`src/design/aes_pkg.sv`:
```
// AES-128 shared definitions
package aes_pkg;

	// block geometry
	localparam int BLOCK_BITS = 128;
	localparam int COL_BITS   = 32;
	localparam int NUM_COLS   = 4;
	localparam int NUM_ROUNDS = 10;
	localparam int NUM_KEYS   = NUM_ROUNDS + 1;

	// s-box affine constants and first round constant
	localparam logic [7:0] SBOX_AFFINE     = 8'h63;
	localparam logic [7:0] SBOX_INV_AFFINE = 8'h05;
	localparam logic [7:0] RCON_FIRST      = 8'h01;

	// reduction term of x^8 + x^4 + x^3 + x + 1
	localparam logic [7:0] GF_POLY = 8'h1b;

	typedef logic [BLOCK_BITS-1:0] round_key_t;
	typedef logic [3:0] key_idx_t;
	typedef logic [1:0] col_idx_t;

	// column 0 sits in the top word
	typedef union packed {
		logic [BLOCK_BITS-1:0] flat;
		logic [0:NUM_COLS-1][COL_BITS-1:0] cols;
	} aes_state_u;

	typedef enum logic [1:0] {
		OP_ADD_KEY   = 2'd0,
		OP_INV_SHIFT = 2'd1,
		OP_INV_SUB   = 2'd2,
		OP_INV_MIX   = 2'd3
	} step_op_t;

	// per-cycle datapath control
	typedef struct packed {
		logic     load_block;
		logic     key_start;
		step_op_t op;
		logic     state_we;
		col_idx_t col;
		logic     col_we;
		key_idx_t key_idx;
	} seq_ctrl_t;

	// xtime
	function automatic logic [7:0] gf_mul2(input logic [7:0] a);
		return {a[6:0], 1'b0} ^ (a[7] ? GF_POLY : 8'h00);
	endfunction

	// shift-and-add product in GF(2^8)
	function automatic logic [7:0] gf_mul(input logic [7:0] a, input logic [7:0] b);
		logic [7:0] acc;
		logic [7:0] term;
		acc = 8'h00;
		term = a;
		for (int i = 0; i < 8; i++)
		begin
			if (b[i])
				acc = acc ^ term;
			term = gf_mul2(term);
		end
		return acc;
	endfunction

	// a^254, which also maps zero to zero
	function automatic logic [7:0] gf_inv(input logic [7:0] a);
		logic [7:0] pow;
		logic [7:0] acc;
		pow = a;
		acc = 8'h01;
		for (int i = 1; i < 8; i++)
		begin
			pow = gf_mul(pow, pow);
			acc = gf_mul(acc, pow);
		end
		return acc;
	endfunction

	function automatic logic [7:0] sbox_fwd(input logic [7:0] a);
		logic [7:0] b;
		b = gf_inv(a);
		return b ^ {b[6:0], b[7]} ^ {b[5:0], b[7:6]} ^ {b[4:0], b[7:5]}
			^ {b[3:0], b[7:4]} ^ SBOX_AFFINE;
	endfunction

	// undo the affine map first, then invert
	function automatic logic [7:0] sbox_inv(input logic [7:0] a);
		logic [7:0] b;
		b = {a[6:0], a[7]} ^ {a[4:0], a[7:5]} ^ {a[1:0], a[7:2]} ^ SBOX_INV_AFFINE;
		return gf_inv(b);
	endfunction

	// one column times the 0e 0b 0d 09 circulant
	function automatic logic [COL_BITS-1:0] inv_mix_col(input logic [COL_BITS-1:0] col);
		logic [7:0] a [NUM_COLS];
		logic [COL_BITS-1:0] res;
		res = '0;
		for (int r = 0; r < NUM_COLS; r++)
			a[r] = col[COL_BITS-1-8*r -: 8];
		for (int r = 0; r < NUM_COLS; r++)
		begin
			res[COL_BITS-1-8*r -: 8] = gf_mul(a[r], 8'h0e)
				^ gf_mul(a[(r + 1) % NUM_COLS], 8'h0b)
				^ gf_mul(a[(r + 2) % NUM_COLS], 8'h0d)
				^ gf_mul(a[(r + 3) % NUM_COLS], 8'h09);
		end
		return res;
	endfunction

endpackage

```
`src/design/key_expander.sv`:
```
// AES-128 round key store
module key_expander
	import aes_pkg::*;
(
	input  logic       CLK,
	input  logic       RESET,
	input  logic       key_start,
	input  round_key_t key,
	input  key_idx_t   key_idx,
	output round_key_t round_key,
	output logic       keys_ready
);

	round_key_t          key_store [NUM_KEYS];
	key_idx_t            fill_idx;
	logic                busy;
	logic [7:0]          rcon;
	round_key_t          prev_key;
	round_key_t          next_key;
	logic [COL_BITS-1:0] rot_word;
	logic [COL_BITS-1:0] sub_word;

	// newest stored key feeds the next derivation
	assign prev_key = key_store[fill_idx];

	always_comb
	begin
		rot_word = {prev_key[23:0], prev_key[31:24]};
		for (int b = 0; b < 4; b++)
			sub_word[8*b +: 8] = sbox_fwd(rot_word[8*b +: 8]);
		next_key[127:96] = prev_key[127:96] ^ sub_word ^ {rcon, 24'h000000};
		next_key[95:64]  = prev_key[95:64] ^ next_key[127:96];
		next_key[63:32]  = prev_key[63:32] ^ next_key[95:64];
		next_key[31:0]   = prev_key[31:0] ^ next_key[63:32];
	end

	// fill counter and round constant
	always_ff @(posedge CLK)
	begin
		if (RESET)
		begin
			busy       <= 1'b0;
			keys_ready <= 1'b0;
			fill_idx   <= '0;
			rcon       <= RCON_FIRST;
		end
		else if (key_start)
		begin
			busy       <= 1'b1;
			keys_ready <= 1'b0;
			fill_idx   <= '0;
			rcon       <= RCON_FIRST;
		end
		else if (busy)
		begin
			fill_idx <= fill_idx + 1'b1;
			rcon     <= gf_mul2(rcon);
			// key 10 lands on this edge
			if (fill_idx == key_idx_t'(NUM_ROUNDS - 1))
			begin
				busy       <= 1'b0;
				keys_ready <= 1'b1;
			end
		end
	end

	always_ff @(posedge CLK)
	begin
		if (key_start)
			key_store[0] <= key;
		else if (busy)
			key_store[fill_idx + 1'b1] <= next_key;
	end

	assign round_key = key_store[key_idx];

endmodule

```
`config.mk`:
```
export PLATFORM = sky130hd
export DESIGN_NAME = key_expander
export DESIGN_NICKNAME = d
export VERILOG_FILES = /design/src/design/aes_pkg.sv /design/src/design/key_expander.sv
export SDC_FILE = /design/constraint.sdc
export NUM_CORES = 2
export LEC_CHECK = 0
export BUFFER_PORTS_ARGS = -buffer_cell sky130_fd_sc_hd__buf_2
export CAP_MARGIN = 20
export CORE_ASPECT_RATIO = 0.9
export CORE_MARGIN = 10
export CORE_UTILIZATION = 48
export DETAILED_ROUTE_END_ITERATION = 10
export PLACE_DENSITY_LB_ADDON = 0.2
export SETUP_SLACK_MARGIN = 0.15
export SLEW_MARGIN = 5
export SYNTH_ARGS = -nofsm -noshare
export SYNTH_HDL_FRONTEND = slang
export SYNTH_SLANG_ARGS = --single-unit
```
`constraint.sdc`:
```
create_clock -name CLK -period 36.3 [get_ports CLK]
set_clock_uncertainty 0.2 [all_clocks]
set_input_delay 7.26 -clock CLK [delete_from_list [all_inputs] [get_ports CLK]]
set_output_delay 7.26 -clock CLK [all_outputs]
set_load 0.005 [all_outputs]
```
* Word-level counts from Yosys, hierarchy flattened *
Memory sizes are Yosys's and may differ from the RTL's. A register that Yosys moved wholly into a read port is not among the register bits.
Index checks and enable logic that the tools add are counted.

cells by class
  muxes and demuxes = 826
  reductions and logical operators = 3
  equality and inequality tests = 1
  bitwise gates (word level) = 782
  $add $sub $neg = 1

operators by type and width
  cell                                                           count
  8-bit 2-to-1 mux                                               420
  8-bit bitwise XOR                                              380
  8-bit by 5-bit bitwise XOR with 8-bit output                   365
  5-bit 2-to-1 mux                                               369
  32-bit bitwise XOR                                             5
  128-bit 2-to-1 mux                                             1
  128-bit OR reduction                                           1
  4-bit 2-to-1 mux                                               7
  7-bit 2-to-1 mux                                               4
  1-bit NOT, first input constant                                28
  6-bit 2-to-1 mux                                               4
  4-bit NOT                                                      4
  1-bit 2-to-1 mux                                               13
  3-bit 2-to-1 mux                                               4
  2-bit 2-to-1 mux                                               4
  4-bit by 1-bit adder with 4-bit output, second input constant  1
  4-bit == test, second input constant                           1
  2-bit AND reduction                                            1
  2-bit OR reduction                                             1

word-level totals
  output and inout bits = 129
  register bits after elaboration = 14
  RAM bits = 1408
  memories kept = 1

memory list
  name       words  width  read ports  clocked after Yosys merged registers in  write ports  RTL line            RTL
  key_store  11     128    2           1                                        1            key_expander.sv:14  round_key_t key_store [NUM_KEYS];

* Depth between registers and ports, before layout *
  word-level depth = 138
  mapped depth = 78
  gate-level depth less buffers = 61

* Worst setup path after synthesis *
Ideal clock, no wire load.

  kind = in2reg
  start point = input port key_start
  end point = memory key_store[1][0] (netlist bit), enable pin
  path slack = 15.000 ns
  stages on the path = 7
  setup time = 0.928 ns
  data required time = 35.172 ns
  data arrival time = 20.172 ns
  path through = inv_1 nand2_1 clkbuf_1 clkbuf_1 nor2_1 nand2_1 nor4_1

on the way
  word-level cells in the longest chain between the ends = 4
  elaborated cells on any way between the ends = 7
  classes of those cells = mux (6); reduce/logical (1)

ends and longest elaborated chain
  item                                                                   RTL line            RTL
  start, declared                                                        key_expander.sv:7   input logic key_start,
  1-bit 2-to-1 mux                                                       key_expander.sv:69  if (key_start)
  1-bit 2-to-1 mux (implied by the code)                                 key_expander.sv:72  key_store[fill_idx + 1'b1] <= next_key;
  128-bit OR reduction (no line)                                         --
  4-bit 2-to-1 mux (no line) / 1-bit 2-to-1 mux (equally long branches)  --
  end, declared                                                          key_expander.sv:14

Parallel ways exist; a longest one is shown, timed or not.

==> impl_metrics.json <==
{
  "die_height_um": 499.1,
  "critPathLaunchType": "flip-flop",
  "cp_num_cells": 60,
  "crit_path_frequent_cell": "xnor2_1",
  "h-tree-depth": 4,
  "port_buffers": 263,
  "cts_hold_buf": 0,
  "clock.fmax_mhz": 42.33,
  "rows": 175,
  "yosys_register_bits": 1426,
  "grt_max_degree": 106,
  "cpLargestDelayFamily": "XOR/XNOR gates",
  "cp.required_ns": 36.60,
  "postCtsSetupBuffers": 0,
  "drc": 0,
  "crit_path_end_kind": "flip-flop",
  "max_stage_delay_ns": 0.92,
  "dieArea_sq_mm": 0.2757,
  "cts_tree": "yes",
  "grtUsageTotal_pct": 27.35,
  "vias": 92490,
  "period_minus_slack_ns": 23.63,
  "yosysWarningCount": 0,
  "hp-class": "flip-flop to flip-flop",
  "grt_overflow": 0,
  "layout-drive-gt1-share_pct": 18.76,
  "wl_per_cell_um": 26.88,
  "drv_cap": 0,
  "antenna_found_initial": 31,
  "io_pins": 264,
  "hold-path-cell-count": 2,
  "cts-root-buf": "clkbuf_16",
  "crit_path_top_delay_cell": "and2_1",
  "async_flop_share_pct": 0,
  "grt_pass1_vias": 89630,
  "worst-path-buf-inv": 7,
  "report.final.slew_viol_count": 0,
  "syn_area_per_cell_sq_um": 11.07,
  "synth_edf_count": 1408,
  "nets": 11300,
  "clock-sinks": 1426,
  "core_sq_mm": 0.2531,
  "nFillCells": 21880,
  "gp_congestion": 0.9189,
  "multi_input_area_sq_mm": 0.07654,
  "ys_seq_area_share_pct": 34.83,
  "finalCritPeriodShare_pct": 65.09,
  "first_pass_iters": 6,
  "cts_resized": 0,
  "cp_max_fo": 48,
  "rsz0062_at_grt": "false",
  "die_w_um": 552.3,
  "arrival_ns": 23.92,
  "maxSlewHeadroom_pct": 19.87,
  "worst_pin_slew_ns": 1.198,
  "start_util_pct": 48.36,
  "hold_viol_final": 0,
  "clk_latency_ns": 0.81,
  "dp_hpwl_um": 267300,
  "area_growth_pct": 8.823,
  "ys_types": 127,
  "grt_pass1_wl_um": 587500,
  "netlist_area_sq_mm": 0.1224,
  "synth_fp_nets": 11210,
  "status": "finished clean",
  "clockBufferDepth": 3,
  "cts_buffers": 151,
  "register_area_sq_mm": 0.04266,
  "ff2ff_path_depth": 60,
  "drtAntennaViolNets": 0,
  "clk_pin_slew_ns": 0.06,
  "synthCells": 11060,
  "path_class": "flip-flop to flip-flop",
  "wirelength_um": 393400,
  "tns_ns": 0,
  "routed_via_density": 6.320,
  "drt_iter0_markers": 11000,
  "ys.flop_type": "edfxtp_1",
  "setup_violations": 0
}
[flip-flops by register name, indices dropped and copies added, names as in the netlist, named ones only]
| register | count |
|---|---|
| busy | 1 |
| key_store | 1408 |
| fill_idx | 4 |
| keys_ready | 1 |
| rcon | 8 |
[routing by layer]
layer / track usage (%) / share of wire [%]
met5: 0 / 0.035
met4: 9.211 / 3.7
met3: 4.848 / 9.6
met2: 44.11 / 46
met1: 37.46 / 40
[through the flow]
step	setup WS, ns	cell area (sq um)	hold WS (ns)	util [%]	std cells
floorplan	15.00	122400	0.2604	-	11060
global placement	12.88	127800	0.2979	50.49	14290
detailed placement	12.88	127900	0.3072	50.53	14300
CTS	12.78	132900	0.3145	52.49	14570
global route	11.11	133200	0.3549	52.63	14630
finish	12.67	133200	0.3198	52.63	14630
[cell usage after synthesis, types with 57 or more instances]
cell      instances  area share, %
a211oi_1         90           0.55
a21oi_1         450            1.8
a31oi_1          79           0.40
buf_1           113           0.35
buf_2           131           0.54
clkbuf_1        445            1.4
edfxtp_1       1408             35
inv_1            72           0.22
mux2_2          233            2.1
mux2i_1         370            3.0
mux4_2          660             12
nand2_1         958            2.9
nand2b_1         59           0.30
nand3_1         184           0.75
nor2_1         1254            3.8
nor3_1          206           0.84
o211ai_1         69           0.42
o21ai_0         468            1.9
o21ai_1          57           0.23
o22ai_1          99           0.51
xnor2_1        1701             12
xnor2_2          92            1.2
xnor3_1         296            5.4
xor2_1          460            3.3
[layout make-up]
| type | instances | area share [%] |
|---|---|---|
| tap | 3363 | 3.159 |
| clock buffer | 188 | 3.003 |
| inverter | 86 | 0.2479 |
| antenna | 8 | 0.01503 |
| multi-input combinational | 8803 | 57.45 |
| sequential | 1426 | 32.02 |
| timing repair buffer | 674 | 3.377 |
| clock inverter | 86 | 0.7269 |
[placed cells by master, fill, tap and decap left out, types with 44 or more instances in the layout]
master,synthesis,layout
a211oi_1,90,90
a21oi_1,450,445
a31oi_1,79,79
and2_1,56,56
buf_2,131,283
buf_4,34,364
clkbuf_16,0,153
edfxtp_1,1408,1408
inv_1,72,71
mux2_2,233,233
mux2i_1,370,370
mux4_2,660,660
nand2_1,958,957
nand2b_1,59,59
nand3_1,184,184
nor2_1,1254,1247
nor2b_1,55,54
nor3_1,206,206
o211ai_1,69,69
o21ai_0,468,458
o21ai_1,57,65
o22ai_1,99,99
xnor2_1,1701,1677
xnor2_2,92,116
xnor3_1,296,296
xor2_1,460,456
xor3_1,44,44
[worst reg2reg max path, delay by kind of cell, from the launching register on]
family | cells | cell delay [ns]
DFF | 1 | 0.72
and+or+nand+nor | 9 | 2.80
xor gates and xnor gates | 31 | 12.19
buffers and inverters | 7 | 2.75
AOI/OAI and AO/OA | 11 | 3.65
adders and majority gates | 2 | 1.00
[final timing paths]
check,from,to,slack (ns)
hold reg to reg,rcon[1]$_SDFFE_PP0P_,rcon[1]$_SDFFE_PP0P_,0.32
setup reg to reg,flip-flop,key_store[9][24]$_DFFE_PP_,12.67
setup / recovery,flip-flop,key_store[9][24]$_DFFE_PP_,12.67
hold / removal,rcon[1]$_SDFFE_PP0P_,rcon[1]$_SDFFE_PP0P_,0.32
[logic make-up (layout without fill, tap and decap cells)]
| logic type | count (synthesis) | count (layout) | synth area share (%) |
|---|---|---|---|
| simple gates | 2995 | 2995 | 10.48 |
| other cells | 0 | 8 | 0 |
| flops | 1426 | 1426 | 34.83 |
| mux | 1283 | 1283 | 17.53 |
| xor+xnor | 2665 | 2665 | 24.26 |
| fa+ha+maj | 23 | 23 | 0.2310 |
| compound gates | 1837 | 1837 | 9.730 |
| buf+inv | 828 | 1034 | 2.930 |
Power is left out: the tool's default activity adds up to more than one toggle a clock period on the data nets, which glitch-free logic cannot reach.
