File: src/design/aes_pkg.sv
// AES-128 shared definitions
package aes_pkg;

	// block geometry
	localparam int BLOCK_BITS = 128;
	localparam int COL_BITS   = 32;
	localparam int NUM_COLS   = 4;
	localparam int NUM_ROUNDS = 10;
	localparam int NUM_KEYS   = NUM_ROUNDS + 1;

	// s-box affine constants and first round constant
	localparam logic [7:0] SBOX_AFFINE     = 8'h63;
	localparam logic [7:0] SBOX_INV_AFFINE = 8'h05;
	localparam logic [7:0] RCON_FIRST      = 8'h01;

	// reduction term of x^8 + x^4 + x^3 + x + 1
	localparam logic [7:0] GF_POLY = 8'h1b;

	typedef logic [BLOCK_BITS-1:0] round_key_t;
	typedef logic [3:0] key_idx_t;
	typedef logic [1:0] col_idx_t;

	// column 0 sits in the top word
	typedef union packed {
		logic [BLOCK_BITS-1:0] flat;
		logic [0:NUM_COLS-1][COL_BITS-1:0] cols;
	} aes_state_u;

	typedef enum logic [1:0] {
		OP_ADD_KEY   = 2'd0,
		OP_INV_SHIFT = 2'd1,
		OP_INV_SUB   = 2'd2,
		OP_INV_MIX   = 2'd3
	} step_op_t;

	// per-cycle datapath control
	typedef struct packed {
		logic     load_block;
		logic     key_start;
		step_op_t op;
		logic     state_we;
		col_idx_t col;
		logic     col_we;
		key_idx_t key_idx;
	} seq_ctrl_t;

	// xtime
	function automatic logic [7:0] gf_mul2(input logic [7:0] a);
		return {a[6:0], 1'b0} ^ (a[7] ? GF_POLY : 8'h00);
	endfunction

	// shift-and-add product in GF(2^8)
	function automatic logic [7:0] gf_mul(input logic [7:0] a, input logic [7:0] b);
		logic [7:0] acc;
		logic [7:0] term;
		acc = 8'h00;
		term = a;
		for (int i = 0; i < 8; i++)
		begin
			if (b[i])
				acc = acc ^ term;
			term = gf_mul2(term);
		end
		return acc;
	endfunction

	// a^254, which also maps zero to zero
	function automatic logic [7:0] gf_inv(input logic [7:0] a);
		logic [7:0] pow;
		logic [7:0] acc;
		pow = a;
		acc = 8'h01;
		for (int i = 1; i < 8; i++)
		begin
			pow = gf_mul(pow, pow);
			acc = gf_mul(acc, pow);
		end
		return acc;
	endfunction

	function automatic logic [7:0] sbox_fwd(input logic [7:0] a);
		logic [7:0] b;
		b = gf_inv(a);
		return b ^ {b[6:0], b[7]} ^ {b[5:0], b[7:6]} ^ {b[4:0], b[7:5]}
			^ {b[3:0], b[7:4]} ^ SBOX_AFFINE;
	endfunction

	// undo the affine map first, then invert
	function automatic logic [7:0] sbox_inv(input logic [7:0] a);
		logic [7:0] b;
		b = {a[6:0], a[7]} ^ {a[4:0], a[7:5]} ^ {a[1:0], a[7:2]} ^ SBOX_INV_AFFINE;
		return gf_inv(b);
	endfunction

	// one column times the 0e 0b 0d 09 circulant
	function automatic logic [COL_BITS-1:0] inv_mix_col(input logic [COL_BITS-1:0] col);
		logic [7:0] a [NUM_COLS];
		logic [COL_BITS-1:0] res;
		res = '0;
		for (int r = 0; r < NUM_COLS; r++)
			a[r] = col[COL_BITS-1-8*r -: 8];
		for (int r = 0; r < NUM_COLS; r++)
		begin
			res[COL_BITS-1-8*r -: 8] = gf_mul(a[r], 8'h0e)
				^ gf_mul(a[(r + 1) % NUM_COLS], 8'h0b)
				^ gf_mul(a[(r + 2) % NUM_COLS], 8'h0d)
				^ gf_mul(a[(r + 3) % NUM_COLS], 8'h09);
		end
		return res;
	endfunction

endpackage

File: src/design/round_sequencer.sv
// AES-128 decryption round sequencer
module round_sequencer
	import aes_pkg::*;
(
	input  logic      CLK,
	input  logic      RESET,
	input  logic      start,
	input  logic      keys_ready,
	output seq_ctrl_t ctrl,
	output logic      done
);

	typedef enum logic [3:0] {
		PH_IDLE,
		PH_EXPAND,
		PH_FIRST_KEY,
		PH_SHIFT,
		PH_SUB,
		PH_ADD_KEY,
		PH_MIX,
		PH_MIX_WRITE,
		PH_FINISH
	} phase_t;

	phase_t   phase;
	phase_t   phase_next;
	// also the round key index, counts down in decryption order
	key_idx_t round_q;
	col_idx_t col_q;

	always_ff @(posedge CLK)
	begin
		if (RESET)
		begin
			phase   <= PH_IDLE;
			round_q <= '0;
			col_q   <= '0;
		end
		else
		begin
			phase <= phase_next;
			if (phase == PH_IDLE && start)
				round_q <= key_idx_t'(NUM_ROUNDS);
			else if ((phase == PH_FIRST_KEY || phase == PH_ADD_KEY) && round_q != '0)
				round_q <= round_q - 1'b1;
			// wraps back to column 0 after the last one
			if (phase == PH_MIX)
				col_q <= col_q + 1'b1;
		end
	end

	always_comb
	begin
		phase_next   = phase;
		ctrl         = '0;
		ctrl.op      = OP_ADD_KEY;
		ctrl.col     = col_q;
		ctrl.key_idx = round_q;
		case (phase)
			PH_IDLE:
			begin
				// key and block are captured on the accepting edge
				ctrl.load_block = start;
				ctrl.key_start  = start;
				if (start)
					phase_next = PH_EXPAND;
			end
			PH_EXPAND:
				if (keys_ready)
					phase_next = PH_FIRST_KEY;
			PH_FIRST_KEY:
			begin
				ctrl.state_we = 1'b1;
				phase_next    = PH_SHIFT;
			end
			PH_SHIFT:
			begin
				ctrl.op       = OP_INV_SHIFT;
				ctrl.state_we = 1'b1;
				phase_next    = PH_SUB;
			end
			PH_SUB:
			begin
				ctrl.op       = OP_INV_SUB;
				ctrl.state_we = 1'b1;
				phase_next    = PH_ADD_KEY;
			end
			PH_ADD_KEY:
			begin
				ctrl.state_we = 1'b1;
				// final round has no mix
				phase_next    = (round_q == '0) ? PH_FINISH : PH_MIX;
			end
			PH_MIX:
			begin
				ctrl.col_we = 1'b1;
				if (col_q == col_idx_t'(NUM_COLS - 1))
					phase_next = PH_MIX_WRITE;
			end
			PH_MIX_WRITE:
			begin
				ctrl.op       = OP_INV_MIX;
				ctrl.state_we = 1'b1;
				phase_next    = PH_SHIFT;
			end
			PH_FINISH:
				if (!start)
					phase_next = PH_IDLE;
			default:
				phase_next = PH_IDLE;
		endcase
	end

	assign done = (phase == PH_FINISH);

endmodule

File: config.mk
export PLATFORM = sky130hd
export DESIGN_NAME = round_sequencer
export DESIGN_NICKNAME = d
export VERILOG_FILES = /design/src/design/aes_pkg.sv /design/src/design/round_sequencer.sv
export SDC_FILE = /design/constraint.sdc
export NUM_CORES = 1
export LEC_CHECK = 0
export BUFFER_PORTS_ARGS = -buffer_cell sky130_fd_sc_hd__buf_4
export CAP_MARGIN = 20
export CELL_PAD_IN_SITES_DETAIL_PLACEMENT = 1
export CELL_PAD_IN_SITES_GLOBAL_PLACEMENT = 2
export CORE_UTILIZATION = 30
export CTS_BUF_LIST = sky130_fd_sc_hd__clkbuf_2
export CTS_CLUSTER_DIAMETER = 80
export CTS_CLUSTER_SIZE = 14
export DETAILED_ROUTE_END_ITERATION = 10
export GPL_TIMING_DRIVEN = 1
export PLACE_DENSITY = 0.78
export SLEW_MARGIN = 20
export SYNTH_ARGS = -nofsm -noshare
export SYNTH_HDL_FRONTEND = slang
export SYNTH_SLANG_ARGS = --single-unit
File: constraint.sdc
create_clock -name CLK -period 2 [get_ports CLK]
set_input_delay 0 -clock CLK [delete_from_list [all_inputs] [get_ports CLK]]
set_output_delay 0 -clock CLK [all_outputs]
set_load 0.05 [all_outputs]
# Word-level counts from Yosys, hierarchy flattened
# Cells that the tools add are included.
[op_classes] addsub=2 eq_ne=13 mux=12 reduce_logical=11
[ops] operator="one-hot mux 4 bit (8 select lines)" n=1
[ops] operator="two-way mux 4 bit" n=7
[ops] operator="equality test 4 x 3 -> 1 bit (second input constant)" n=4
[ops] operator="equality test 4 x 2 -> 1 bit (second input constant)" n=2
[ops] operator="logical NOT 4 bit" n=2
[ops] operator="!= test 2 bit (second input constant)" n=3
[ops] operator="one-hot mux 2 bit (3 select lines)" n=1
[ops] operator="OR reduction 5 bit" n=1
[ops] operator="equality test 4 x 1 -> 1 bit (second input constant)" n=1
[ops] operator="equality test 4 bit (second input constant)" n=1
[ops] operator="AND reduction 4 bit" n=1
[ops] operator="nonzero test 4 bit" n=1
[ops] operator="OR reduction 2 bit" n=2
[ops] operator="subtractor 4 x 1 -> 4 bit (second input constant)" n=1
[ops] operator="adder 2 x 1 -> 2 bit (second input constant)" n=1
[ops] operator="equality test 2 bit (second input constant)" n=1
[ops] operator="logical AND 1 bit" n=2
[ops] operator="two-way mux 1 bit" n=2
[ops] operator="two-way mux 2 bit" n=1
[ops] operator="!= test 2 x 1 -> 1 bit (second input constant)" n=1
[ops] operator="nonzero test 2 bit" n=1
[ops] operator="logical OR 1 bit" n=1
[word_totals] register_bits=10 inputBits=4

# Longest topological paths before layout
# Gate-level depths: netlist of the first run.
[depth] depth_word=5 mapped_depth=6 mapped_depth_nobuf=6

# Worst setup path before layout of the first run
# OpenSTA, ideal clock, no wires.
[synth_timing] path_type="register to output" start="register phase[3]" end="output done" setup_slack_ps=-318 t_required_ps=2000 path_buffers=1 path_stages_with_launch=3 t_arrival_ps=2318 path_cell_list="dfxtp_1 > clkbuf_1 > nor4b_1"
[synth_between] elab_chain_cells=1
[synth_rtl] item="start: declaration" line="round_sequencer.sv:25" source="phase_t phase;"
[synth_rtl] item="start signal: assignment" line="round_sequencer.sv:41" source="phase <= phase_next;"
[synth_rtl] item="equality test 4 bit" line="round_sequencer.sv:114" source="assign done = (phase == PH_FINISH);"
[synth_rtl] item="end: declaration" line="round_sequencer.sv:10" source="output logic done"
# Every way passes these cells.

# Worst setup path after layout of the first run
[layout_timing] start="register phase[2]" end="register round_q[2]"
[layout_between] elab_chain_cells=3 word_cells_on_any_way=7 cone_classes="eq/ne: 2; reduce/logical: 5"
[layout_rtl] item="equality test 4 x 2 -> 1 bit, or another cell as far along" line="round_sequencer.sv:44" source="else if ((phase == PH_FIRST_KEY || phase == PH_ADD_KEY) && round_q != '0)"
[layout_rtl] item="logical OR 1 bit / logical AND 1 bit (equally long branches)" line="round_sequencer.sv:44, round_sequencer.sv:42"
[layout_rtl] item="logical AND 1 bit / OR reduction 2 bit (equally long branches)"
[layout_rtl] item="end signal: assignment" line="round_sequencer.sv:43" source="round_q <= key_idx_t'(NUM_ROUNDS);"
[layout_rtl] item="end signal: assignment" line="round_sequencer.sv:45" source="round_q <= round_q - 1'b1;"
[layout_rtl] item="end: declaration" line="round_sequencer.sv:28" source="key_idx_t round_q;"
# Several ways; a longest one is shown, not always the timed one.
# A chain may end at the register's enable or synchronous reset.

==> results.json, run 1 <==
{
  "vias": 551,
  "clock-sinks": 10,
  "peakVddDrop_mv": 0.331,
  "final_cell_mix": "17 x buf_4, 10 x dfxtp_1, 6 x nor2_1, 5 x nor3_1, 4 x a211oi_1",
  "crit_path_max_fanout": 12,
  "clk_path_buf_depth": 2,
  "slew_headroom_pct": 67.1,
  "ys_warn_count": 0,
  "grt_pass1_wl_um": 2270,
  "worstPathArrival_ns": 1.88,
  "min_period_over_period_pct": 85.1,
  "regArea_um2": 200,
  "netlist_area_um2": 608,
  "ys.flop_type": "dfxtp_1",
  "pin_count": 17,
  "finalMaxSlewViolations": 0,
  "synth-xor-area-share_pct": 2.88,
  "internal_power_mw": 0.319,
  "synth_compound_area_share_pct": 20.4,
  "yosysSeqAreaShare_pct": 32.9,
  "row_count": 15,
  "synth-seq-cells": 10,
  "ant_nets": 0,
  "cts-resized-gates": 0,
  "hold_class": "in2reg",
  "avgViaCountPerCell": 5.06,
  "wl_per_cell_um": 12.7,
  "globalRouteOverflowTotal": 0,
  "finClkSkew_ns": 0.00911,
  "grt_pass1_vias": 535,
  "seqPwrFrac_pct": 44.2,
  "muxShareOfSynthArea_pct": 1.65,
  "finalPower_mw": 0.520,
  "critical_path_class": "reg2reg",
  "rsz0062_at_grt": "false",
  "core_area_um2": 1820,
  "fillCellCount": 242,
  "drc": 0,
  "multi_input_area_um2": 380,
  "initial_utilization_pct": 33.4,
  "portBuffers": 16,
  "tightest_slew_ns": 0.493,
  "cts_hold_buf": 1,
  "p_sw_mw": 0.201,
  "synth_nets": 74,
  "hpwl_um": 1030,
  "clock_latency_ns": 0.24,
  "drv.max_cap_violation_count": 0,
  "cp-start-kind": "register",
  "clock.fmax_ghz": 0.587,
  "clk_root_buffer_cell": "clkbuf_2",
  "finalSetupViolCount": 0,
  "p_sw_share_pct": 38.6,
  "required_ns": 2.18,
  "cts_tree": "done",
  "die_area_um2": 2210,
  "cts_inserted_buffers": 3,
  "antenna_found_initial": 0,
  "synth_top_family_by_area": "simple AND/OR/NAND/NOR gates",
  "yosysUniqueCellTypes": 33,
  "antenna-diode-count": 0,
  "place.gp.congestion": 0.705,
  "synth-edff-count": 0,
  "synth-simple-area-share_pct": 31.5,
  "chipHeight_um": 47.0,
  "fp.dieW_um": 47.0,
  "htree_levels": 1,
  "totalWireLength_um": 1390,
  "power_leakage_nw": 0.300,
  "instances_no_fill": 109,
  "syn_to_final_growth_pct": 28.2,
  "grt_max_degree": 14,
  "synthAdderAreaFrac_pct": 4.12,
  "grt_use_total_pct": 14.9,
  "worst_setup_hold_path_clk_slew_ns": 0.11,
  "combPwrFrac_pct": 34.1,
  "first_pass_iters": 2,
  "layout_commonest_cell": "buf_4",
  "dp.cells": 104,
  "outcome": "completed",
  "drt_iter0_markers": 5,
  "syn_inst": 68,
  "hold_viol_final": 0,
  "post_cts.repair.setup_buffers": 0,
  "postSynth.asyncResetShare_pct": 0,
  "p_clk_share_pct": 21.7,
  "fin_tns_setup_ns": 0,
  "crit_path_end_kind": "register",
  "post_synth.cell_area_avg_um2": 8.94,
  "placed_area_um2": 751,
  "design_area_um2": 779,
  "power_density_nw_per_um2": 667,
  "layout-drive-gt1-share_pct": 35.7,
  "nets": 91,
  "fin_crit_ns": 1.70
}
[sequential cells by signal (all words and copies together) (netlist names)]
| signal | count |
|---|---|
| phase | 4 |
| round_q | 4 |
| col_q | 2 |
[critical path: stages, from the launching register on]
cell      delay (ns)
dfxtp_1         0.44
or3b_4          0.45
a211oi_4        0.39
nand3b_1        0.14
a211oi_2        0.22
[power by group through the flow]
| stage | registers (mW) | logic (mW) | clock network [mW] |
|---|---|---|---|
| 3_3_place_gp | 0.234 | 0.177 | 0 |
| 5_1_grt | 0.232 | 0.190 | 0.133 |
| 4_1_cts | 0.230 | 0.180 | 0.121 |
| 3_5_place_dp | 0.234 | 0.179 | 0 |
| 2_1_floorplan | 0.247 | 0.120 | 0 |
| 6_report | 0.230 | 0.178 | 0.113 |
[cells by family (layout without fill, tap and decap cells)]
| logic type | count (synthesis) | in the layout |
|---|---|---|
| compound gates | 16 | 16 |
| xor+xnor | 2 | 2 |
| fa+ha+maj | 2 | 2 |
| buf+inv | 9 | 25 |
| flops | 10 | 10 |
| mux | 1 | 1 |
| simple gates | 28 | 28 |
[layer usage]
metal,routed length [um],up-vias,GRT usage [%]
met5,0,-,0
met4,10,0,5.14
met3,42,2,4.62
met2,649,7,23.6
met1,683,264,19.1
li1,-,278,-
[final cells by class]
| type | count | share of cell area, % |
|---|---|---|
| clock inverter | 1 | 0.482 |
| inverter | 3 | 1.44 |
| timing repair buffer | 18 | 17.7 |
| tap | 25 | 4.01 |
| clock buffer | 3 | 1.93 |
| sequential | 10 | 25.7 |
| multi-input combinational | 49 | 48.8 |
[metrics by stage]
stage | hold slack [ns] | utilization (%) | setup WS [ns]
6_report | 0.0373 | 42.8 | 0.298
3_5_place_dp | 0.282 | 41.2 | 0.316
3_3_place_gp | 0.275 | 41.2 | 0.351
4_1_cts | 0.0236 | 42.8 | 0.291
5_1_grt | 0.0329 | 42.8 | 0.197
2_1_floorplan | 0.165 | - | 0.109
[Yosys cell counts (2+ instances only)]
cell | n | area (um2)
dfxtp_1 | 10 | 200
inv_1 | 3 | 11.3
nor2_1 | 6 | 22.5
ha_1 | 2 | 25.0
o21ai_0 | 3 | 15.0
buf_2 | 2 | 10.0
clkbuf_1 | 2 | 7.51
nor3_1 | 5 | 25.0
xnor2_1 | 2 | 17.5
a211oi_1 | 4 | 30.0
nand4b_1 | 2 | 17.5
nor2b_1 | 2 | 12.5
a21oi_1 | 3 | 15.0
nor3b_2 | 2 | 25.0
nand3b_1 | 2 | 15.0
[path summary, 6_finish.rpt]
check | from | endpoint | slack (ns) | cells past startpoint
worst min register to register | col_q[1] | col_q[1] | 0.55 | 2
worst max-delay path | phase[2] | round_q[2] | 0.30 | 4
worst min-delay path | start | phase[3] | 0.04 | 3
worst max register to register | phase[2] | round_q[2] | 0.30 | 4
No activity file was read; power rests on OpenSTA's default activity.
==> run 2: changes to the inputs <==
--- a/config.mk
+++ b/config.mk
@@ -5,6 +5,7 @@
 export SDC_FILE = /design/constraint.sdc
 export NUM_CORES = 1
 export LEC_CHECK = 0
+export ABC_AREA = 1
 export BUFFER_PORTS_ARGS = -buffer_cell sky130_fd_sc_hd__buf_4
 export CAP_MARGIN = 20
 export CELL_PAD_IN_SITES_DETAIL_PLACEMENT = 1
@@ -15,8 +16,9 @@
 export CTS_CLUSTER_SIZE = 14
 export DETAILED_ROUTE_END_ITERATION = 10
 export GPL_TIMING_DRIVEN = 1
-export PLACE_DENSITY = 0.78
+export PLACE_DENSITY = 0.85
 export SLEW_MARGIN = 20
 export SYNTH_ARGS = -nofsm -noshare
 export SYNTH_HDL_FRONTEND = slang
 export SYNTH_SLANG_ARGS = --single-unit
+export TNS_END_PERCENT = 5
==> constraint.sdc (replaced) <==
create_clock -name CLK -period 2.03 [get_ports CLK]
set_input_delay 0 -clock CLK [delete_from_list [all_inputs] [get_ports CLK]]
set_output_delay 0 -clock CLK [all_outputs]
set_load 0.05 [all_outputs]
==> results.json, run 2 <==
{
  "outcome": "completed",
  "cp-start-kind": "register",
  "synthAdderAreaFrac_pct": 3.80,
  "setup_slack_ns": 0.540,
  "syn_to_final_growth_pct": 27.9,
  "clk_root_buffer_cell": "clkbuf_2",
  "totalWireLength_um": 1700,
  "required_ns": 2.03,
  "final_cell_mix": "22 x nand2_1, 16 x inv_1, 16 x buf_4, 11 x nand3_1",
  "largestRegisters": "phase x4, round_q x4, col_q x2",
  "crit_path_max_fanout": 6,
  "ant_nets": 0,
  "synth_most_common_cell": "nand2_1",
  "fin_tns_setup_ns": 0,
  "fp.dieW_um": 48.8,
  "muxShareOfSynthArea_pct": 0,
  "grt_pass1_wl_um": 2900,
  "synth_top_family_by_area": "simple AND/OR/NAND/NOR gates",
  "hpwl_um": 1470,
  "drc": 0,
  "cpMaxStageDelayCell": "dfxtp_1",
  "row_count": 16,
  "portBuffers": 16,
  "synth-xor-area-share_pct": 1.33,
  "layout-drive-gt1-share_pct": 28.9,
  "chipHeight_um": 48.8,
  "synth-seq-cells": 10,
  "synth_compound_area_share_pct": 10.5,
  "pre_cts_slack_ns": 0.584,
  "drt_iter0_markers": 12,
  "globalRouteOverflowTotal": 0,
  "ys_warn_count": 0,
  "finalSetupViolCount": 0,
  "drv.max_cap_violation_count": 0,
  "grt_pass1_vias": 638,
  "nets": 128,
  "hold_class": "in2reg",
  "cts_tree": "done",
  "post_synth.cell_area_avg_um2": 6.52,
  "netlist_area_um2": 658,
  "antenna_found_initial": 0,
  "power_leakage_nw": 0.421,
  "timing.rr.start": "round_q[0]",
  "syn_inst": 101,
  "clk_path_buf_depth": 2,
  "tightest_slew_ns": 0.274,
  "ys.flop_type": "dfxtp_1",
  "netlist.area_leader.share_pct": 30.4,
  "worstPathArrival_ns": 1.49,
  "clock.fmax_ghz": 0.671,
  "crit_path_end_kind": "output pin",
  "vias": 709,
  "finClkSkew_ns": 0.0102,
  "synth_top_area_cell": "dfxtp_1",
  "yosysSeqAreaShare_pct": 30.4,
  "clock-sinks": 10,
  "worst_hold_startpoint": "keys_ready",
  "yosysUniqueCellTypes": 24,
  "antenna-diode-count": 0,
  "place.gp.congestion": 0.849,
  "synthTopCellsByCount": "22 x nand2_1, 16 x inv_1, 11 x nand3_1",
  "synth-simple-area-share_pct": 41.3,
  "wl_per_cell_um": 11.5,
  "synth_nets": 107,
  "hold_viol_final": 0,
  "initial_utilization_pct": 32.9,
  "htree_levels": 1,
  "slowest_delay_ns": 0.38,
  "postSynth.asyncResetShare_pct": 0,
  "die_area_um2": 2380,
  "finalMaxSlewViolations": 0,
  "fin_crit_ns": 1.49,
  "crit_chain": "nor2_2 > nand3_1 > inv_1 > buf_4",
  "core_area_um2": 2000,
  "peakVddDrop_mv": 0.409,
  "layout_commonest_cell": "nand2_1",
  "avgViaCountPerCell": 4.79,
  "min_period_over_period_pct": 73.4,
  "grt_max_degree": 8,
  "rsz0062_at_grt": "false",
  "clock_latency_ns": 0.27,
  "power_density_nw_per_um2": 1190,
  "cts_inserted_buffers": 3,
  "worstSetupStartpoint": "phase[3]",
  "critical_path_class": "reg2out",
  "synth-edff-count": 0,
  "first_pass_iters": 4,
  "worst_setup_hold_path_clk_slew_ns": 0.12,
  "grt_use_total_pct": 16.3,
  "post_cts.repair.setup_buffers": 0,
  "slew_headroom_pct": 81.6,
  "pin_count": 17,
  "synth.area.top_cells": "dfxtp_1 30%, nand2_1 13%, inv_1 9.1%, nand3_1 8.4%, nor2_1 5.7%"
}
run 2: cell count changes in the layout (fill, tap and decap cells not counted), moves of 3 or more:
cell,previous run,this run
nor2_1,6,10
nor3_1,5,0
nand2_1,1,22
nor2_2,0,3
inv_2,0,3
inv_1,3,16
nand3_1,0,11
a211oi_1,4,0
run 2: logic make-up (layout without fill, tap and decap cells):
kind of cell	count (synthesis)	count (layout)
AOI/OAI and AO/OA	11	11
xor gates and xnor gates	1	1
adders and majority gates	2	2
buffers and inverters	21	41
DFF	10	10
and+or+nand+nor	56	56
run 2: worst max-delay path, delay by kind of cell, from the launching register on:
family / cells / cell delay (ns)
flip-flops: 1 / 0.38
buffers and inverters: 2 / 0.33
AND/OR/NAND/NOR: 2 / 0.51
run 2: layout make-up:
type	instances	area (um2)
fillers	274	1160
multi-input cells	70	383
flip-flops and latches	10	200
repair buffers	17	130
inverters	20	76.3
well taps	27	33.8
clock buffers	3	15.0
clock inverters	1	3.75
run 2: metrics by stage:
step                hold WS, ns  area (um2)  cells  utilization (%)  total power, mW
floorplan                0.0624         667    101                -            0.747
global placement          0.230         813    143             40.6            0.885
detailed placement        0.226         813    143             40.6            0.892
CTS                      0.0225         842    148             42.1             1.02
global route            0.00643         842    148             42.1             1.09
finish                   0.0210         842    148             42.1             1.00
run 2: path summary, 6_finish.rpt:
check	end	slack, ns	cells past startpoint
min	phase[0]	0.02	4
max reg2reg	round_q[2]	0.57	9
max	ctrl[10]	0.54	4
min reg2reg	round_q[0]	0.50	2
run 2: layer usage:
metal / GRT usage, % / part of all wire [%] / vias to the layer above
li1: - / - / 364
met1: 20.7 / 48 / 322
met2: 25.5 / 45 / 21
met3: 6.54 / 6.1 / 2
met4: 4.41 / 0.65 / 0
met5: 0 / 0 / -
run 2: what timing repair did:
action | in CTS | in global routing
hold endpoints to repair | 6 | 0
hold buffers | 1 | 0
setup endpoints to repair | 0 | 0
resized for setup | 0 | 0
run 2: power by group:
| group | internal, mW | switching, mW | leakage [nW] | total (mW) |
|---|---|---|---|---|
| logic | 0.179 | 0.421 | 0.326 | 0.600 |
| clock network | 0.0428 | 0.0797 | 0.0140 | 0.123 |
| registers | 0.232 | 0.0484 | 0.0815 | 0.281 |
| total | 0.454 | 0.550 | 0.421 | 1.00 |
==> run 3: changes to the inputs <==
--- a/config.mk
+++ b/config.mk
@@ -5,18 +5,18 @@
 export SDC_FILE = /design/constraint.sdc
 export NUM_CORES = 1
 export LEC_CHECK = 0
-export ABC_AREA = 1
+export ABC_AREA = 0
 export BUFFER_PORTS_ARGS = -buffer_cell sky130_fd_sc_hd__buf_4
 export CAP_MARGIN = 20
 export CELL_PAD_IN_SITES_DETAIL_PLACEMENT = 1
 export CELL_PAD_IN_SITES_GLOBAL_PLACEMENT = 2
-export CORE_UTILIZATION = 30
+export CORE_UTILIZATION = 27
 export CTS_BUF_LIST = sky130_fd_sc_hd__clkbuf_2
 export CTS_CLUSTER_DIAMETER = 80
 export CTS_CLUSTER_SIZE = 14
 export DETAILED_ROUTE_END_ITERATION = 10
 export GPL_TIMING_DRIVEN = 1
-export PLACE_DENSITY = 0.85
+export PLACE_DENSITY = 0.74
 export SLEW_MARGIN = 20
 export SYNTH_ARGS = -nofsm -noshare
 export SYNTH_HDL_FRONTEND = slang
==> constraint.sdc (replaced) <==
create_clock -name CLK -period 1.3 [get_ports CLK]
set_input_delay 0 -clock CLK [delete_from_list [all_inputs] [get_ports CLK]]
set_output_delay 0 -clock CLK [all_outputs]
set_load 0.05 [all_outputs]
==> results.json, run 3 (synthesis gave the netlist of run 1 again) <==
{
  "largestRegisters": "phase x4, round_q x4, col_q x2",
  "p_sw_share_pct": 36.5,
  "r2r_slack_ns": -0.25,
  "syn_to_final_growth_pct": 79.8,
  "setup_slack_ns": -0.252,
  "grt_max_degree": 12,
  "worstPathArrival_ns": 1.72,
  "final_cell_mix": "29 x buf_4, 12 x buf_6, 5 x dfxtp_1, 4 x nor2_1, 4 x nor3_1",
  "power_leakage_nw": 0.450,
  "layout-drive-gt1-share_pct": 66.4,
  "ant_nets": 0,
  "utilization_pct": 53.6,
  "worst_setup_hold_path_clk_slew_ns": 0.09,
  "worst_hold_startpoint": "RESET",
  "drt_iter0_markers": 2,
  "drv.max_cap_violation_count": 0,
  "clk_path_buf_depth": 2,
  "first_pass_iters": 4,
  "critPathCapture": "round_q[2]",
  "antenna_found_initial": 0,
  "hpwl_um": 1300,
  "hold_class": "in2reg",
  "row_count": 16,
  "globalRouteOverflowTotal": 0,
  "clock.fmax_ghz": 0.644,
  "worstSetupStartpoint": "phase[2]",
  "finalPower_mw": 0.970,
  "violations": "hold timing, setup timing",
  "reg2regPathDepth": 5,
  "finClkSkew_ns": 0.00121,
  "tightest_slew_ns": 0.234,
  "place.gp.congestion": 0.790,
  "dp.cells": 122,
  "nets": 115,
  "placed_area_um2": 903,
  "crit_path_end_kind": "register",
  "totalWireLength_um": 1930,
  "cts_inserted_buffers": 3,
  "fin_tns_setup_ns": -2.13,
  "clock_latency_ns": 0.24,
  "rr_endpoint": "round_q[2]",
  "wl_per_cell_um": 14.4,
  "vias": 674,
  "fin_crit_ns": 1.55,
  "chipHeight_um": 49.5,
  "die_area_um2": 2450,
  "holdWs_ns": -0.00305,
  "finalSetupViolCount": 16,
  "required_ns": 1.47,
  "core_area_um2": 2040,
  "pre_cts_slack_ns": -0.274,
  "p_sw_mw": 0.355,
  "cts_tree": "done",
  "design_area_um2": 1090,
  "combPwrFrac_pct": 48.8,
  "instances_no_fill": 134,
  "clk_root_buffer_cell": "clkbuf_2",
  "p_clk_share_pct": 16.3,
  "seqPwrFrac_pct": 34.9,
  "outcome": "finished with violations",
  "power_density_nw_per_um2": 887,
  "crit_path_max_fanout": 3,
  "timing.rr.start": "phase[2]",
  "grt_use_total_pct": 17.1,
  "critical_path_class": "reg2reg",
  "grt_pass1_vias": 688,
  "fp.dieW_um": 49.5,
  "layout_commonest_cell": "buf_4",
  "cp-start-kind": "register",
  "clock-sinks": 10,
  "antenna-diode-count": 0,
  "htree_levels": 1,
  "slew_headroom_pct": 84.3,
  "drc": 0,
  "pin_count": 17,
  "rsz0062_at_grt": "true",
  "portBuffers": 16,
  "finalMaxSlewViolations": 0,
  "peakVddDrop_mv": 0.679,
  "avgViaCountPerCell": 5.03,
  "fillCellCount": 244,
  "hold_viol_final": 1,
  "internal_power_mw": 0.616,
  "grt_pass1_wl_um": 3190,
  "initial_utilization_pct": 29.8,
  "min_period_over_period_pct": 119
}
==> run 3: per-layer routing <==
layer  vias to the layer above  part of all wire [%]  global-route usage [%]
met1                       330                    47                    21.5
met2                        13                    50                    28.3
met4                         0                  0.62                    6.67
li1                        329                     -                       -
met5                         -                     0                       0
met3                         2                   2.7                    3.70
==> run 3: layout make-up <==
class,count,area [um2],share of cell area (%)
Clock buffer,3,15.0,1.37
Inverter,3,11.3,1.03
Multi-Input combinational cell,49,454,41.5
Sequential cell,10,211,19.3
Tap cell,27,33.8,3.09
Timing Repair Buffer,42,368,33.6
==> run 3: power groups by stage <==
stage | combinational (mW) | sequential, mW | clock, mW
5_1_grt | 0.501 | 0.342 | 0.185
6_report | 0.474 | 0.339 | 0.158
2_1_floorplan | 0.195 | 0.382 | 0
3_5_place_dp | 0.369 | 0.342 | 0
3_3_place_gp | 0.364 | 0.341 | 0
4_1_cts | 0.434 | 0.339 | 0.171
==> run 3: worst min path at each step <==
stage	end	cells past startpoint
after floorplan	phase[3]	2
after global placement	round_q[0]	2
after detailed placement	round_q[0]	2
after CTS	round_q[0]	2
after global routing	round_q[1]	2
final	round_q[1]	2
==> run 3: critical path: stages, from the launching register on <==
cell,delay (ns)
dfxtp_1,0.32
or3b_4,0.40
a211oi_4,0.29
buf_4,0.17
nand3b_1,0.10
a211oi_2,0.19
==> run 3: repair_timing <==
item	4_1_cts	5_1_grt
pin swaps	11	6
resized for setup	22	7
setup buffers	5	4
setup endpoints to repair	15	17
endpoints found under the hold margin	7	4
